## src/source/vec_defs.svh

```systemverilog
//////////////////////////////
// Sizing macros for the vector coprocessor, shared by the packages
// and the RTL. Include where a width or a count is needed.
//////////////////////////////

`ifndef VEC_DEFS_SVH
`define VEC_DEFS_SVH

// Lane row and element size
`define NR_LANES        4
`define ELEN            32

// Register file shape
`define NR_VREGS        8
`define ELEMS_PER_LANE  4
`define VLMAX           (`NR_LANES * `ELEMS_PER_LANE)

// Index widths
`define VREG_W          3
`define VL_W            5

// Static sanity of the sizing above
`define VEC_CFG_OK ((`NR_LANES > 0) && ((`NR_LANES & (`NR_LANES - 1)) == 0) && \
  (`ELEMS_PER_LANE > 0) && ((1 << `VL_W) > `VLMAX) && ((1 << `VREG_W) >= `NR_VREGS))

`endif
```

## src/source/vec_isa_pkg.sv

```systemverilog
//////////////////////////////
// Host-visible types: opcodes, command and response words
// exchanged with the coprocessor ports
//////////////////////////////

`default_nettype none

`include "vec_defs.svh"

package vec_isa_pkg;

  // Width of the host vl and idx fields
  localparam int unsigned HOST_LEN_W = 16;

  typedef logic [`ELEN-1:0]   elem_t;
  typedef logic [`VREG_W-1:0] vreg_t;

  // Supported vector operations
  typedef enum logic [2:0] {
    VMV_VX = 3'd0,
    VADD   = 3'd1,
    VSUB   = 3'd2,
    VAND   = 3'd3,
    VOR    = 3'd4,
    VXOR   = 3'd5,
    VMV_XS = 3'd6
  } vec_op_e;

  // Host command
  typedef struct packed {
    vec_op_e               op;
    vreg_t                 vd;
    vreg_t                 vs1;
    vreg_t                 vs2;
    logic                  use_scalar;
    elem_t                 scalar;
    logic [HOST_LEN_W-1:0] vl;
    logic [HOST_LEN_W-1:0] idx;
  } vec_cmd_t;

  // One response per command, in order
  typedef struct packed {
    elem_t   result;
    vec_op_e op;
  } vec_resp_t;

endpackage

`default_nettype wire

```

## src/source/vec_pe_pkg.sv

```systemverilog
//////////////////////////////
// Internal types between dispatcher, sequencer and lanes
//////////////////////////////

`default_nettype none

`include "vec_defs.svh"

package vec_pe_pkg;

  // Request broadcast to every lane
  // scalar carries the element index for VMV_XS
  typedef struct packed {
    vec_isa_pkg::vec_op_e op;
    vec_isa_pkg::vreg_t   vd;
    vec_isa_pkg::vreg_t   vs1;
    vec_isa_pkg::vreg_t   vs2;
    logic                 use_scalar;
    vec_isa_pkg::elem_t   scalar;
    logic [`VL_W-1:0]     vl;
  } pe_req_t;

  // Per-lane completion, held until acknowledged
  typedef struct packed {
    logic               done;
    vec_isa_pkg::elem_t result;
  } pe_resp_t;

  // Lane execution FSM
  typedef enum logic [1:0] {
    LANE_IDLE = 2'd0,
    LANE_RUN  = 2'd1,
    LANE_DONE = 2'd2
  } lane_state_e;

endpackage

`default_nettype wire

```

## src/source/vec_dispatcher.sv

```systemverilog
//////////////////////////////
// Front end of the coprocessor: takes host commands, issues lane
// requests and returns one response per command in order
//////////////////////////////

`timescale 1ns/1ps
`default_nettype none

`include "vec_defs.svh"

module vec_dispatcher (
  input  logic                    clk_i,
  input  logic                    reset_i,
  input  vec_isa_pkg::vec_cmd_t   cmd_i,
  input  logic                    cmd_valid_i,
  output logic                    cmd_ready_o,
  output vec_pe_pkg::pe_req_t     req_o,
  output logic                    req_valid_o,
  input  logic                    req_ready_i,
  input  logic                    done_valid_i,
  input  vec_isa_pkg::elem_t      done_result_i,
  output logic                    done_ready_o,
  output vec_isa_pkg::vec_resp_t  resp_o,
  output logic                    resp_valid_o,
  input  logic                    resp_ready_i
);
  import vec_isa_pkg::*;
  import vec_pe_pkg::*;

  localparam int OPQ_DEPTH = 3;
  localparam int VL_W      = `VL_W;
  localparam int VLMAX     = `VLMAX;
  localparam int ELEN      = `ELEN;

  pe_req_t    req_q;
  pe_req_t    req_d;
  logic       req_valid_q;
  vec_op_e    opq_q [OPQ_DEPTH];
  logic [1:0] opq_wr_q;
  logic [1:0] opq_rd_q;
  logic [1:0] opq_cnt_q;
  vec_resp_t  resp_q;
  logic       resp_valid_q;
  logic       accept;
  logic       done_xfer;

  function automatic logic [1:0] opq_next(input logic [1:0] ptr);
    return (ptr == 2'(OPQ_DEPTH - 1)) ? 2'd0 : ptr + 2'd1;
  endfunction

  // Hold off the host while the request slot or the opcode queue is full
  assign cmd_ready_o  = (~req_valid_q | req_ready_i) & (opq_cnt_q != 2'(OPQ_DEPTH));
  assign accept       = cmd_valid_i & cmd_ready_o;
  assign done_ready_o = ~resp_valid_q | resp_ready_i;
  assign done_xfer    = done_valid_i & done_ready_o;

  // Command to lane request, vl clamped to VLMAX
  always_comb begin
    req_d.op         = cmd_i.op;
    req_d.vd         = cmd_i.vd;
    req_d.vs1        = cmd_i.vs1;
    req_d.vs2        = cmd_i.vs2;
    req_d.use_scalar = cmd_i.use_scalar;
    req_d.scalar     = (cmd_i.op == VMV_XS) ? ELEN'(cmd_i.idx) : cmd_i.scalar;
    if (cmd_i.vl > HOST_LEN_W'(VLMAX)) begin
      req_d.vl = VL_W'(VLMAX);
    end else begin
      req_d.vl = cmd_i.vl[VL_W-1:0];
    end
  end

  //////////////////////////////
  // Request and opcode queue
  //////////////////////////////

  always_ff @(posedge clk_i) begin
    if (reset_i) begin
      req_valid_q <= 1'b0;
      opq_wr_q    <= '0;
      opq_rd_q    <= '0;
      opq_cnt_q   <= '0;
    end else begin
      if (~req_valid_q | req_ready_i) begin
        req_valid_q <= accept;
      end
      if (accept) begin
        opq_wr_q <= opq_next(opq_wr_q);
      end
      if (done_xfer) begin
        opq_rd_q <= opq_next(opq_rd_q);
      end
      opq_cnt_q <= opq_cnt_q + 2'(accept) - 2'(done_xfer);
    end
  end

  always_ff @(posedge clk_i) begin
    if (accept) begin
      req_q           <= req_d;
      opq_q[opq_wr_q] <= cmd_i.op;
    end
  end

  //////////////////////////////
  // Response register
  //////////////////////////////

  always_ff @(posedge clk_i) begin
    if (reset_i) begin
      resp_valid_q <= 1'b0;
    end else if (done_xfer) begin
      resp_valid_q <= 1'b1;
    end else if (resp_ready_i) begin
      resp_valid_q <= 1'b0;
    end
  end

  always_ff @(posedge clk_i) begin
    if (done_xfer) begin
      resp_q.result <= done_result_i;
      resp_q.op     <= opq_q[opq_rd_q];
    end
  end

  assign req_o        = req_q;
  assign req_valid_o  = req_valid_q;
  assign resp_o       = resp_q;
  assign resp_valid_o = resp_valid_q;

  // Sizing must satisfy the header constraints
  if (!(`VEC_CFG_OK)) begin : gen_cfg_check
    $error("vec_dispatcher: inconsistent lane or register sizing");
  end

endmodule

`default_nettype wire

```

## config.mk

```make
export PLATFORM = sky130hd
export DESIGN_NAME = vec_dispatcher
export DESIGN_NICKNAME = d
export VERILOG_FILES = /design/src/source/vec_isa_pkg.sv /design/src/source/vec_pe_pkg.sv /design/src/source/vec_dispatcher.sv
export VERILOG_INCLUDE_DIRS = /design/src /design/src/source
export SDC_FILE = /design/constraint.sdc
export NUM_CORES = 1
export LEC_CHECK = 0
export BUFFER_PORTS_ARGS = -buffer_cell sky130_fd_sc_hd__buf_2
export CAP_MARGIN = 40
export CORE_MARGIN = 3
export CORE_UTILIZATION = 39
export CTS_CLUSTER_DIAMETER = 200
export CTS_CLUSTER_SIZE = 25
export DETAILED_ROUTE_END_ITERATION = 8
export PLACE_DENSITY = 0.78
export SLEW_MARGIN = 20
export SYNTH_ARGS = -nofsm -noshare
export SYNTH_HDL_FRONTEND = slang
export SYNTH_SLANG_ARGS = --single-unit
```

## constraint.sdc

```tcl
create_clock -name clk_i -period 3.3 [get_ports clk_i]
set_clock_uncertainty 0.2 [all_clocks]
set_input_delay 0.495 -clock clk_i [delete_from_list [all_inputs] [get_ports clk_i]]
set_output_delay 0.495 -clock clk_i [all_outputs]
set_load 0.005 [all_outputs]
```

==> out/summary.md <==
The logs give 0.409 for the effective utilization at floorplan and 525 for the final instance count without filler cells. The number of standard cells after synthesis is 197, and the remaining antenna violation count is 0. The antenna diode instance count was 0. After layout, the design draws a total of 2.72 mW.

The run gives 2444 as the number of global-route vias before repair. For the highest achievable clock rate, the log shows 487 MHz. The final-report hold violation count was 0. The highest fanout seen on the critical path was 5.

The maximum buffer depth of the clock tree is 2, and the worst path buffer plus inverter count is 2. Clock-pin slew was measured on the worst setup and hold paths at 110 ps. The worst hold path belongs to the class primary input to register.

The run gives 0 as the number of antenna violations at the first check in global routing. The number of instances in the placed design is 509, and the cell area power density is 540 nW/um2. The tool flagged a number of max-cap violations equal to 0.

The die is 103 um wide. The largest single stage delay on the critical path is 370 ps. Counting flops and latches in the post-synthesis netlist gives 102. The routed design has 7890 um of wire.

Dividing the detail-routed wire length by the instance count gives 15.0 um. The run gives 9 as the number of clock buffers inserted by TritonCTS. For the pin with the worst max-slew slack, the measured transition is 627 ps. TritonCTS built the clock tree. For this run, the post-layout net count is 529.

The H-tree was split into 3 levels. The tree is rooted in a sky130_fd_sc_hd__clkbuf_8. The count of buffers from port buffering is 203.

Required time at the worst-slack endpoint: 2600 ps. For the post-DP HPWL, the log shows 6170 um. STA puts the critical path data arrival time at 1360 ps. Entering global routing, the biggest net connects 36 pins.

Summing all placed instances gives a cell area of 4810 um2. Critical path's slowest cell: sky130_fd_sc_hd__nor2b_1. In this run, the number of DRC markers left after iteration 0 of detailed routing was 84. The synthesized netlist occupies a cell area of 3630 um2. CTS saw 102 sinks. Counting every net in the synthesized netlist gives 314. After routing the design area is 5040 um2. The tightest hold path in the finished design has a slack of 98.0 ps.

For the global placer's final weighted congestion, the log shows 0.768. For the total leakage power, the log shows 2.18 nW. For the number of placement rows, the log shows 34. The worst setup path is captured at an output pin.

Share of final-layout standard cells stronger than drive strength 1: 0.583. In this run, post-CTS hold repair placed 0 buffers. The number of top-level pins was 204.

The flow ran to the end, and the final reports show no timing, DRC or antenna violations. The global route total overflow is 0, and the number of search-and-repair iterations in the first detailed-routing pass is 4. In this run the most critical hold path is launched from cmd_i[67]. Wire length of the first global-routing pass: 11500 um. The accumulated negative setup slack was 0 ps.

Yosys mapped the design onto 27 distinct sky130hd cell types. Setup repair after global routing left no endpoint under its margin. Buffers added to address setup during post-CTS repair amount to 0. In this run, post-CTS repair resized a total of 0 instances.

Each instance of the synthesized netlist takes up on average 18.4 um2. The remaining design rule violation count came out at 0. The share of the cycle needed by the critical path after routing was 0.622. The gate family responsible for the most delay along the worst path is simple AND/OR/NAND/NOR gates. The critical path starts at resp_valid_o.

For the worst-skew pair, the clock arrives at the later sink with an insertion delay of 350 ps. The worst-case IR drop observed on VDD is 248 uV. The global router's overall resource usage came out at 0.144. The floorplan step defined a die boundary enclosing 10500 um2. The run gives 0 as the setup violation total in the final timing report. For the relative slew slack, the log shows 0.582. The logs give 8890 um2 for the placeable core region and 0 for the count of yosys warnings during synthesis. The startpoint of the worst-slack reg-to-reg timing path was req_valid_o. The type of origin of the critical path is a register.

The tools report the fraction of the yosys area taken by sequential cells as 0.821. The minimum clock period came out at 2050 ps. Using the TritonRoute via totals, the vias-per-cell ratio works out to 4.66.

For this block, the via count after detailed routing is 2444. The tools report the count of pins over their slew limit as 0. The kind of critical path was register to output pin.

Compared with the post-synthesis result, the final layout area differs by 38.7%. The die is 103 um tall. The critical path goes through nor2b_1 -> inv_1 -> buf_2.
## layout make-up
class | count | area [um2]
Inverter | 8 | 30.0
Tap cell | 108 | 135
Fill cell | 708 | 3850
Multi-Input combinational cell | 82 | 599
Clock buffer | 9 | 124
Clock inverter | 7 | 105
Sequential cell | 102 | 2980
Timing Repair Buffer | 209 | 1060
## layer usage
layer / global-route usage / wire length [um]
met4: 0.0787 / 182
met2: 0.253 / 4020
met5: 0 / 0
met1: 0.151 / 2800
met3: 0.0501 / 885
## registers in the layout (all words and copies together) (netlist names)
signal / flops
opq_q: 9
opq_rd_q: 2
resp_o: 35
req_valid_o: 1
resp_valid_o: 1
opq_cnt_q: 2
req_o: 50
opq_wr_q: 2
## stage by stage
stage	utilization	setup WS (ps)
2_1_floorplan	-	529
3_3_place_gp	0.540	886
3_5_place_dp	0.541	954
4_1_cts	0.567	1210
5_1_grt	0.567	1090
6_report	0.567	1250
## power breakdown
group	internal, mW	leakage [nW]	switching [mW]
Combinational	0.144	1.09	0.140
Sequential	1.53	0.971	0.0294
Clock	0.441	0.118	0.441
## worst reg2reg max path: cells and delay by family, from the launching register on
kind | cells | cell delay (ps)
and+or+nand+nor | 2 | 340
DFF | 1 | 330
buffers and inverters | 2 | 870
## placed cells by master (no fill, tap or decap), types with 2 or more instances in the layout
master / n
sky130_fd_sc_hd__mux2i_1: 3
sky130_fd_sc_hd__nand2_1: 4
sky130_fd_sc_hd__buf_2: 203
sky130_fd_sc_hd__o31ai_1: 2
sky130_fd_sc_hd__mux2_2: 16
sky130_fd_sc_hd__inv_8: 2
sky130_fd_sc_hd__a21oi_1: 6
sky130_fd_sc_hd__bufinv_16: 2
sky130_fd_sc_hd__o21ai_0: 5
sky130_fd_sc_hd__edfxtp_1: 94
sky130_fd_sc_hd__and2_1: 22
sky130_fd_sc_hd__inv_1: 7
sky130_fd_sc_hd__ha_1: 2
sky130_fd_sc_hd__clkbuf_8: 9
sky130_fd_sc_hd__nor4_1: 3
sky130_fd_sc_hd__nor2_1: 3
sky130_fd_sc_hd__nand4_1: 2
sky130_fd_sc_hd__dfxtp_1: 8
sky130_fd_sc_hd__buf_4: 5
sky130_fd_sc_hd__nor2b_1: 4
## final timing paths
| path | endpoint | slack, ps | cells past startpoint |
|---|---|---|---|
| worst max register to register | req_o[7] | 1260 | 4 |
| worst max-delay path | done_ready_o | 1250 | 3 |
| worst min-delay path | req_o[40] | 100 | 1 |
| worst min register to register | opq_cnt_q[1] | 320 | 2 |
## cell families (layout without fill, tap and decap cells)
logic type	Yosys count	in the layout	synth area share
DFF	102	102	0.821
muxes	19	19	0.0579
buffers and inverters	13	233	0.0162
and+or+nand+nor	47	47	0.0764
xor gates and xnor gates	1	1	0.00241
adders and majority gates	2	2	0.00689
AOI/OAI and AO/OA	13	13	0.0193
## synthesized netlist by cell type (all sizes together)
master | n | area share
a21oi | 6 | 0.0083
and2 | 22 | 0.038
and3 | 1 | 0.0017
buf | 3 | 0.0059
clkbuf | 2 | 0.0021
dfxtp | 8 | 0.044
edfxtp | 94 | 0.78
ha | 2 | 0.0069
inv | 8 | 0.0083
mux2 | 16 | 0.050
mux2i | 3 | 0.0083
nand2 | 4 | 0.0041
nand2b | 1 | 0.0017
nand3 | 1 | 0.0014
nand3b | 1 | 0.0021
nand4 | 2 | 0.0034
nand4b | 1 | 0.0024
nor2 | 4 | 0.0041
nor2b | 4 | 0.0069
nor3 | 1 | 0.0014
nor3b | 1 | 0.0021
nor4 | 3 | 0.0052
o21ai | 5 | 0.0069
o31ai | 2 | 0.0041
or4 | 1 | 0.0021
xor2 | 1 | 0.0024
Note: power is estimated with default switching activity, not from simulation.
