==> config.mk <==
export PLATFORM = sky130hd
export DESIGN_NAME = vec_sequencer
export DESIGN_NICKNAME = d
export VERILOG_FILES = /design/src/source/vec_isa_pkg.sv /design/src/source/vec_pe_pkg.sv /design/src/source/vec_sequencer.sv
export VERILOG_INCLUDE_DIRS = /design/src /design/src/source
export SDC_FILE = /design/constraint.sdc
export NUM_CORES = 1
export LEC_CHECK = 0
export ABC_CLOCK_PERIOD_IN_PS = 6700
export BUFFER_PORTS_ARGS = -buffer_cell sky130_fd_sc_hd__buf_2
export CORE_AREA = 4 4 104 106
export CTS_CLUSTER_DIAMETER = 80
export CTS_CLUSTER_SIZE = 28
export DETAILED_ROUTE_END_ITERATION = 12
export DIE_AREA = 0 0 108 110
export GPL_ROUTABILITY_DRIVEN = 1
export PLACE_DENSITY = 0.57
export SLEW_MARGIN = 10
export SYNTH_ARGS = -nofsm -noshare
export SYNTH_HDL_FRONTEND = slang
export SYNTH_SLANG_ARGS = --single-unit
==> constraint.sdc <==
create_clock -name clk_i -period 6.7 [get_ports clk_i]
set_input_delay 1.34 -clock clk_i [delete_from_list [all_inputs] [get_ports clk_i]]
set_output_delay 1.34 -clock clk_i [all_outputs]
set_load 0.05 [all_outputs]
==> src/source/vec_defs.svh <==
//////////////////////////////
// Sizing macros for the vector coprocessor, shared by the packages
// and the RTL. Include where a width or a count is needed.
//////////////////////////////

`ifndef VEC_DEFS_SVH
`define VEC_DEFS_SVH

// Lane row and element size
`define NR_LANES        4
`define ELEN            32

// Register file shape
`define NR_VREGS        8
`define ELEMS_PER_LANE  4
`define VLMAX           (`NR_LANES * `ELEMS_PER_LANE)

// Index widths
`define VREG_W          3
`define VL_W            5

// Static sanity of the sizing above
`define VEC_CFG_OK ((`NR_LANES > 0) && ((`NR_LANES & (`NR_LANES - 1)) == 0) && \
  (`ELEMS_PER_LANE > 0) && ((1 << `VL_W) > `VLMAX) && ((1 << `VREG_W) >= `NR_VREGS))

`endif
==> src/source/vec_isa_pkg.sv <==
//////////////////////////////
// Host-visible types: opcodes, command and response words
// exchanged with the coprocessor ports
//////////////////////////////

`default_nettype none

`include "vec_defs.svh"

package vec_isa_pkg;

  // Width of the host vl and idx fields
  localparam int unsigned HOST_LEN_W = 16;

  typedef logic [`ELEN-1:0]   elem_t;
  typedef logic [`VREG_W-1:0] vreg_t;

  // Supported vector operations
  typedef enum logic [2:0] {
    VMV_VX = 3'd0,
    VADD   = 3'd1,
    VSUB   = 3'd2,
    VAND   = 3'd3,
    VOR    = 3'd4,
    VXOR   = 3'd5,
    VMV_XS = 3'd6
  } vec_op_e;

  // Host command
  typedef struct packed {
    vec_op_e               op;
    vreg_t                 vd;
    vreg_t                 vs1;
    vreg_t                 vs2;
    logic                  use_scalar;
    elem_t                 scalar;
    logic [HOST_LEN_W-1:0] vl;
    logic [HOST_LEN_W-1:0] idx;
  } vec_cmd_t;

  // One response per command, in order
  typedef struct packed {
    elem_t   result;
    vec_op_e op;
  } vec_resp_t;

endpackage

`default_nettype wire

==> src/source/vec_pe_pkg.sv <==
//////////////////////////////
// Internal types between dispatcher, sequencer and lanes
//////////////////////////////

`default_nettype none

`include "vec_defs.svh"

package vec_pe_pkg;

  // Request broadcast to every lane
  // scalar carries the element index for VMV_XS
  typedef struct packed {
    vec_isa_pkg::vec_op_e op;
    vec_isa_pkg::vreg_t   vd;
    vec_isa_pkg::vreg_t   vs1;
    vec_isa_pkg::vreg_t   vs2;
    logic                 use_scalar;
    vec_isa_pkg::elem_t   scalar;
    logic [`VL_W-1:0]     vl;
  } pe_req_t;

  // Per-lane completion, held until acknowledged
  typedef struct packed {
    logic               done;
    vec_isa_pkg::elem_t result;
  } pe_resp_t;

  // Lane execution FSM
  typedef enum logic [1:0] {
    LANE_IDLE = 2'd0,
    LANE_RUN  = 2'd1,
    LANE_DONE = 2'd2
  } lane_state_e;

endpackage

`default_nettype wire

==> src/source/vec_sequencer.sv <==
//////////////////////////////
// Broadcasts requests to the lane row in lockstep and joins
// their completions into a single done with merged result
//////////////////////////////

`timescale 1ns/1ps
`default_nettype none

`include "vec_defs.svh"

module vec_sequencer (
  input  logic                                clk_i,
  input  logic                                reset_i,
  input  vec_pe_pkg::pe_req_t                 req_i,
  input  logic                                req_valid_i,
  output logic                                req_ready_o,
  output vec_pe_pkg::pe_req_t                 lane_req_o,
  output logic                                lane_req_valid_o,
  input  logic [`NR_LANES-1:0]                lane_req_ready_i,
  input  vec_pe_pkg::pe_resp_t [`NR_LANES-1:0] lane_resp_i,
  output logic                                lane_resp_ack_o,
  output logic                                done_valid_o,
  input  logic                                done_ready_i,
  output vec_isa_pkg::elem_t                  done_result_o
);
  import vec_isa_pkg::*;
  import vec_pe_pkg::*;

  pe_req_t    req_q;
  logic       req_valid_q;
  logic       all_ready;
  logic       all_done;
  elem_t      merged;
  logic [1:0] outstanding_q;
  logic       issue;

  //////////////////////////////
  // Issue side
  //////////////////////////////

  // All lanes take the request on the same edge
  assign all_ready        = &lane_req_ready_i;
  assign issue            = req_valid_q & all_ready;
  assign lane_req_valid_o = issue;
  assign lane_req_o       = req_q;
  assign req_ready_o      = ~req_valid_q | all_ready;

  always_ff @(posedge clk_i) begin
    if (reset_i) begin
      req_valid_q <= 1'b0;
    end else if (req_ready_o) begin
      req_valid_q <= req_valid_i;
    end
  end

  always_ff @(posedge clk_i) begin
    if (req_ready_o && req_valid_i) begin
      req_q <= req_i;
    end
  end

  //////////////////////////////
  // Completion side
  //////////////////////////////

  // Join of done flags, OR of lane results
  always_comb begin
    all_done = 1'b1;
    merged   = '0;
    for (int i = 0; i < `NR_LANES; i++) begin
      all_done = all_done & lane_resp_i[i].done;
      merged   = merged | lane_resp_i[i].result;
    end
  end

  // A done with nothing outstanding is never forwarded
  assign done_valid_o    = all_done & (outstanding_q != 2'd0);
  assign lane_resp_ack_o = done_valid_o & done_ready_i;
  assign done_result_o   = merged;

  // Each lane buffers at most two requests
  always_ff @(posedge clk_i) begin
    if (reset_i) begin
      outstanding_q <= '0;
    end else begin
      outstanding_q <= outstanding_q + 2'(issue) - 2'(lane_resp_ack_o);
    end
  end

endmodule

`default_nettype wire

==> impl_metrics.toml, run 1 <==
[outcome]
status = "finished, final reports clean"

[routing]
via_per_inst = 3.98
wirelength_mm = 7.44
final_antenna_net_count = 0
drt_pre_antenna_iters = 4
vias = 2075
drtIter0Drc = 47
drc = 0
wl_per_cell_um = 14.3

[die]
placementRows = 36
initial_utilization = 0.198
die_h_um = 110
die_w_um = 108
core_area_sq_um = 9770
die-area_sq_um = 11900
pin_count = 276

[placement]
place_area_sq_um = 3490
place_ws_ps = 3130
place_congestion = 0.726
port_buffers = 275

[sta]
worstMarginPinSlew_ps = 543
setup_ws_ps = 3120
tns_ps = 0
maxClockFrequency_mhz = 279
rsz0062_at_grt = "no"
layout_min_cycle_time_ps = 3580
setup_violations = 0
relSlewSlack = 0.638
fin_skew_ps = 10.1
final_max_slew_viol_count = 0
timing.final.crit_share = 0.535
fin_hold_ws_ps = 631
hold_viol = 0

[finish]
seq_area_sq_um = 1560
nets = 579
fillCellCount = 987
fin_area_sq_um = 3580
antenna_cells = 0
drive_gt1_frac = 0.732
syn2layout_area_growth_pct = 85.3
final_core_util = 0.366
multi_input_area_sq_um = 367

[global_routing]
grt_pass1_wl_mm = 10.1
overflow = 0
grt_pass1_vias = 2042
antenna_found_initial = 0
gr-usage-all-layers = 0.113
grt_start_max_net_pins = 44

[power]
power_density_nw_per_um2 = 207
peakVddDrop_mv = 0.0815
p_leak_nw = 1.69

[worst_setup_path]
critPathLaunch = "lane_resp_i[44]"
worstPathArrival_ps = 2240
worst-path-max-fanout = 1
startpoint_type = "input pin"
reg2reg_from = "req_valid_q"
path_cells = "buf_2 > or4_1 > buf_2"
crit_top_cell = "buf_2"
crit_type = "input pin to output pin"
worstPathRequired_ps = 5360
end_kind = "output pin"
max_stage_delay_ps = 570
worst_path_max_delay_cell = "or4_1"

[cts]
cts_tree = "done"
cts_setup_buffers = 0
clock_latency_ps = 300
clock_sinks = 53
clockBufferDepth = 2
clock-root-buffer = "clkbuf_8"
htreeDepth = 2
cts_buffers = 5
postCtsResizedCells = 0
cts_hold_buf = 0
clkTransAtPathRegs_ps = 100

[logic_synthesis]
syn_area_sq_um = 1930
synth_top_area_frac = 0.777
syn-num-nets = 296
synth_cell_type_count = 13
synth_seq_cells = 53
synth_edf_count = 50
yosysTopAreaCell = "edfxtp_1"
synthCells = 104
postSynthAreaPerCell_sq_um = 18.6
seq_area_frac_synth = 0.808
yosys-top-cells-area = "edfxtp_1 78%, or4_1 12%, dfxtp_1 3.1%"
synthFlopType = "edfxtp_1"
yosysMostFrequentCell = "edfxtp_1"
synthArstFlopShare = 0
synth_commonest_cells = "50 x edfxtp_1, 32 x or4_1, 4 x inv_1, 4 x nor2_1, 3 x dfxtp_1"
ys_warn_count = 0

[hold_path]
hold_class = "register to register"
hold_start = "outstanding_q[1]"

[run]
maxCapViolations = 0
per-layer routing:
layer  vias to the layer above  GRT usage  wire [um]
met5                         -          0          0
met4                         0     0.0379        116
met3                         8     0.0361        883
met2                       144      0.208       3990
met1                       923      0.123       2450
li1                       1000          -          -
area by class of cell:
class,count,share of cell area
Timing Repair Buffer,276,0.387
Clock inverter,2,0.00384
Sequential cell,53,0.436
Multi-Input combinational cell,47,0.102
Tap cell,133,0.0465
Clock buffer,6,0.0203
Inverter,4,0.00419
where the power goes:
group          internal, mW  switching, mW
clock                0.0747          0.103
sequential            0.386        0.00455
combinational        0.0580          0.116
flip-flops by register name, summed over array words and instances, names as in the netlist:
| signal | flops |
|---|---|
| outstanding_q | 2 |
| req_valid_q | 1 |
| lane_req_o | 50 |
layout by cell type, fill, tap and decap left out, drive strengths merged, types with 2 or more instances in the layout:
cell and n:
ha 2, inv 5, buf 276, edfxtp 50, nor2 4, dfxtp 3, nand4 2, nor2b 2
clkbuf 6, or4 32
cell families after synthesis:
group | share of synthesized area
AOI/OAI and AO/OA | 0.00842
xor gates and xnor gates | 0.0117
adders and majority gates | 0.0130
buffers and inverters | 0.00777
DFF | 0.808
and+or+nand+nor | 0.151
metrics by stage:
step / total power [mW] / cells
after floorplan: 0.499 / 104
after global placement: 0.572 / 513
after detailed placement: 0.575 / 513
after CTS: 0.757 / 521
after global routing: 0.784 / 521
final: 0.742 / 521
critical path, delay by kind of cell:
family | cells | cell delay, ps
simple gates | 1 | 570
buf+inv | 2 | 330
worst paths after layout:
| check | end | slack, ps | cells after the start |
|---|---|---|---|
| worst max register to register | lane_req_o[5] | 5110 | 2 |
| worst max-delay path | done_result_o[11] | 3120 | 3 |
| worst min-delay path | outstanding_q[1] | 630 | 2 |
| worst min register to register | outstanding_q[1] | 630 | 2 |
Note: power is estimated with default switching activity, not from simulation.
==> inputs of run 2 (changes only) <==
--- a/config.mk
+++ b/config.mk
@@ -6,7 +6,7 @@
 export SDC_FILE = /design/constraint.sdc
 export NUM_CORES = 1
 export LEC_CHECK = 0
-export ABC_CLOCK_PERIOD_IN_PS = 6700
+export ABC_CLOCK_PERIOD_IN_PS = 2900
 export BUFFER_PORTS_ARGS = -buffer_cell sky130_fd_sc_hd__buf_2
 export CORE_AREA = 4 4 104 106
 export CTS_CLUSTER_DIAMETER = 80
@@ -14,7 +14,7 @@
 export DETAILED_ROUTE_END_ITERATION = 12
 export DIE_AREA = 0 0 108 110
 export GPL_ROUTABILITY_DRIVEN = 1
-export PLACE_DENSITY = 0.57
+export PLACE_DENSITY = 0.59
 export SLEW_MARGIN = 10
 export SYNTH_ARGS = -nofsm -noshare
 export SYNTH_HDL_FRONTEND = slang
==> constraint.sdc (replaced) <==
create_clock -name clk_i -period 2.9 [get_ports clk_i]
set_input_delay 0.58 -clock clk_i [delete_from_list [all_inputs] [get_ports clk_i]]
set_output_delay 0.58 -clock clk_i [all_outputs]
set_load 0.05 [all_outputs]
==> impl_metrics.toml, run 2 (synthesis results as in run 1) <==
[die]
die_h_um = 110
die_w_um = 108
initial_utilization = 0.198
die-area_sq_um = 11900
pin_count = 276
core_area_sq_um = 9770
placementRows = 36

[sta]
hold_viol = 0
relSlewSlack = 0.780
fin_hold_ws_ps = 446
timing.final.crit_share = 0.712
tns_ps = 0
rsz0062_at_grt = "no"
setup_violations = 0
worstMarginPinSlew_ps = 329
maxClockFrequency_mhz = 485
final_max_slew_viol_count = 0
layout_min_cycle_time_ps = 2060
fin_skew_ps = 8.57

[power]
peakVddDrop_mv = 0.219
p_leak_nw = 1.69
power.total_mw = 1.72
power_density_nw_per_um2 = 478

[cts]
clock-root-buffer = "clkbuf_8"
clkTransAtPathRegs_ps = 100
clock_sinks = 53
clock_latency_ps = 300
clockBufferDepth = 2
cts_hold_buf = 0
cts_tree = "done"
cts_setup_buffers = 0
postCtsResizedCells = 0
htreeDepth = 2
cts_buffers = 5

[worst_setup_path]
end_kind = "output pin"
crit_type = "input pin to output pin"
worst-path-max-fanout = 1
worstPathRequired_ps = 2320
worstPathArrival_ps = 1480
startpoint_type = "input pin"

[finish]
final_common_cell = "buf_2"
drive_gt1_frac = 0.735
syn2layout_area_growth_pct = 86.1
mostFrequentLayoutCells = "275 x buf_2, 50 x edfxtp_1, 32 x or4_1"
stdcell_count = 521
largest_register_ffs = 50
antenna_cells = 0
nets = 579

[routing]
final_antenna_net_count = 0
vias = 2077
wl_per_cell_um = 14.1
via_per_inst = 3.99
wirelength_mm = 7.37
drt_pre_antenna_iters = 4
drc = 0
drtIter0Drc = 34

[run]
maxCapViolations = 0

[global_routing]
grt_start_max_net_pins = 44
antenna_found_initial = 0
overflow = 0
grt_pass1_wl_mm = 10.1
grt_pass1_vias = 2189
gr-usage-all-layers = 0.111

[placement]
port_buffers = 275
dp.cells = 513
dpl.hpwl_mm = 6.58
place_congestion = 0.743

[outcome]
status = "finished, final reports clean"

[hold_path]
hold_class = "input pin to register"
==> run 2: power by group <==
part | internal [mW] | total (mW) | switching, mW
clock | 0.172 | 0.412 | 0.240
combinational | 0.137 | 0.406 | 0.269
sequential | 0.891 | 0.901 | 0.0108
==> run 2: worst paths after layout <==
path              slack, ps           endpoint  cells after the start             start
setup / recovery        840  done_result_o[11]                      3   lane_resp_i[44]
hold reg to reg         630   outstanding_q[1]                      2  outstanding_q[1]
setup reg to reg       1430   outstanding_q[1]                      7  outstanding_q[1]
hold / removal          450     lane_req_o[28]                      1         req_i[28]
==> run 2: area by class of cell <==
class / count / area, sq um
Fill cell: 986 / 6180
Sequential cell: 53 / 1560
Timing Repair Buffer: 276 / 1400
Multi-Input combinational cell: 47 / 367
Tap cell: 133 / 166
Clock buffer: 5 / 68.8
Clock inverter: 3 / 21.3
Inverter: 4 / 15.0
==> run 2: per-layer routing <==
metal  share of wire  up-vias  track usage
met5               0        -            0
met4          0.0065        0       0.0334
met3            0.11        2       0.0361
met2            0.55      143        0.212
met1            0.34      934        0.115
li1                -      998            -
==> run 2: through the flow <==
stage / util / cell area (sq um) / setup slack, ps
finish: 0.368 / 3600 / 837
detailed placement: 0.359 / 3510 / 835
CTS: 0.368 / 3600 / 835
floorplan: - / 1940 / 50.8
global placement: 0.359 / 3510 / 845
global route: 0.368 / 3600 / 820
==> run 2: critical path: stages <==
cell	delay (ps)
buf_2	90
or4_1	570
buf_2	240
==> inputs of run 3 (changes only) <==
--- a/config.mk
+++ b/config.mk
@@ -6,7 +6,7 @@
 export SDC_FILE = /design/constraint.sdc
 export NUM_CORES = 1
 export LEC_CHECK = 0
-export ABC_CLOCK_PERIOD_IN_PS = 2900
+export ABC_CLOCK_PERIOD_IN_PS = 1700
 export BUFFER_PORTS_ARGS = -buffer_cell sky130_fd_sc_hd__buf_2
 export CORE_AREA = 4 4 104 106
 export CTS_CLUSTER_DIAMETER = 80
==> constraint.sdc (replaced) <==
create_clock -name clk_i -period 1.7 [get_ports clk_i]
set_input_delay 0.34 -clock clk_i [delete_from_list [all_inputs] [get_ports clk_i]]
set_output_delay 0.34 -clock clk_i [all_outputs]
set_load 0.05 [all_outputs]
==> impl_metrics.toml, run 3 (synthesis results as in run 1) <==
[placement]
dpl.hpwl_mm = 6.79
place_ws_ps = 89.6
place_area_sq_um = 3520
place_congestion = 0.851
port_buffers = 275

[die]
core_area_sq_um = 9770
die_h_um = 110
die-area_sq_um = 11900
initial_utilization = 0.198
pin_count = 276
die_w_um = 108
placementRows = 36

[global_routing]
grt_pass1_wl_mm = 10.4
antenna_found_initial = 0
grt_start_max_net_pins = 44
overflow = 0
grt_pass1_vias = 2108
gr-usage-all-layers = 0.117

[worst_setup_path]
worstPathRequired_ps = 1360
worstPathArrival_ps = 1250
end_kind = "output pin"
crit_type = "input pin to output pin"
startpoint_type = "input pin"
reg2reg_from = "outstanding_q[1]"
critPathLaunch = "lane_resp_i[45]"
rr_worst_depth = 7
worst-path-max-fanout = 1

[sta]
tns_ps = 0
hold_viol = 0
final_max_slew_viol_count = 0
timing.final.crit_share = 0.935
relSlewSlack = 0.808
layout_min_cycle_time_ps = 1590
fin_skew_ps = 2.13
maxClockFrequency_mhz = 629
setup_violations = 0
setup_ws_ps = 110
worstMarginPinSlew_ps = 290
rsz0062_at_grt = "no"

[finish]
fin_area_sq_um = 3640
nets = 580
seq_area_sq_um = 1560
antenna_cells = 0
largest_register_ffs = 50
final_common_cell = "buf_2"
syn2layout_area_growth_pct = 88.2
mostFrequentLayoutCells = "275 x buf_2, 50 x edfxtp_1, 32 x or4_1"
multi_input_area_sq_um = 378
fillCellCount = 988
drive_gt1_frac = 0.735

[routing]
wirelength_mm = 7.62
drt_pre_antenna_iters = 4
wl_per_cell_um = 14.6
via_per_inst = 4.05
vias = 2113
drtIter0Drc = 53
drc = 0
final_antenna_net_count = 0

[cts]
htreeDepth = 2
clkTransAtPathRegs_ps = 90
cts_setup_buffers = 0
clock_latency_ps = 300
clock_sinks = 53
cts_hold_buf = 0
postCtsResizedCells = 0
cts_buffers = 5
clockBufferDepth = 2
clock-root-buffer = "clkbuf_8"
cts_tree = "done"

[hold_path]
hold_class = "input pin to register"
whs_path_depth = 1
hold_start = "req_i[26]"

[power]
peakVddDrop_mv = 0.359
power_density_nw_per_um2 = 846
p_leak_nw = 1.72

[outcome]
status = "finished, final reports clean"

[run]
maxCapViolations = 0
==> run 3: changes by cell type in the layout (fill, tap and decap cells not counted), sizes merged <==
cell,change
buf,+1
bufinv,+1
clkbuf,+1
clkinvlp,-1
inv,-1
==> run 3: area by class of cell <==
cell class	count	share of cell area
clock buffers	6	0.0200
multi-input cells	47	0.104
repair buffers	277	0.386
flip-flops and latches	53	0.429
clock inverters	2	0.0107
inverters	4	0.00413
well taps	133	0.0458
==> run 3: path summary, 6_finish.rpt <==
kind | to | slack (ps)
max | done_result_o[12] | 110
min | lane_req_o[26] | 210
max reg2reg | outstanding_q[1] | 250
min reg2reg | outstanding_q[1] | 630
==> run 3: per-layer routing <==
metal | vias up | wire length (um) | GRT usage
met2 | 145 | 4140 | 0.220
met3 | 8 | 781 | 0.0332
met5 | - | 0 | 0
li1 | 1002 | - | -
met4 | 0 | 94 | 0.0361
met1 | 958 | 2610 | 0.127
==> run 3: through the flow <==
step | utilization | hold WS (ps) | power, mW | cells
after floorplan | - | 412 | 1.96 | 104
after global placement | 0.361 | 517 | 2.27 | 514
after detailed placement | 0.361 | 518 | 2.28 | 514
after CTS | 0.372 | 190 | 3.14 | 522
after global routing | 0.372 | 179 | 3.23 | 522
final | 0.372 | 210 | 3.08 | 522
==> run 3: power by group <==
group / internal [mW] / switching (mW)
Sequential: 1.52 / 0.0181
Clock: 0.442 / 0.394
Combinational: 0.237 / 0.466
==> run 3: worst max-delay path: stages <==
cell and delay, ps:
buf_2 90, or4_1 570, buf_2 240
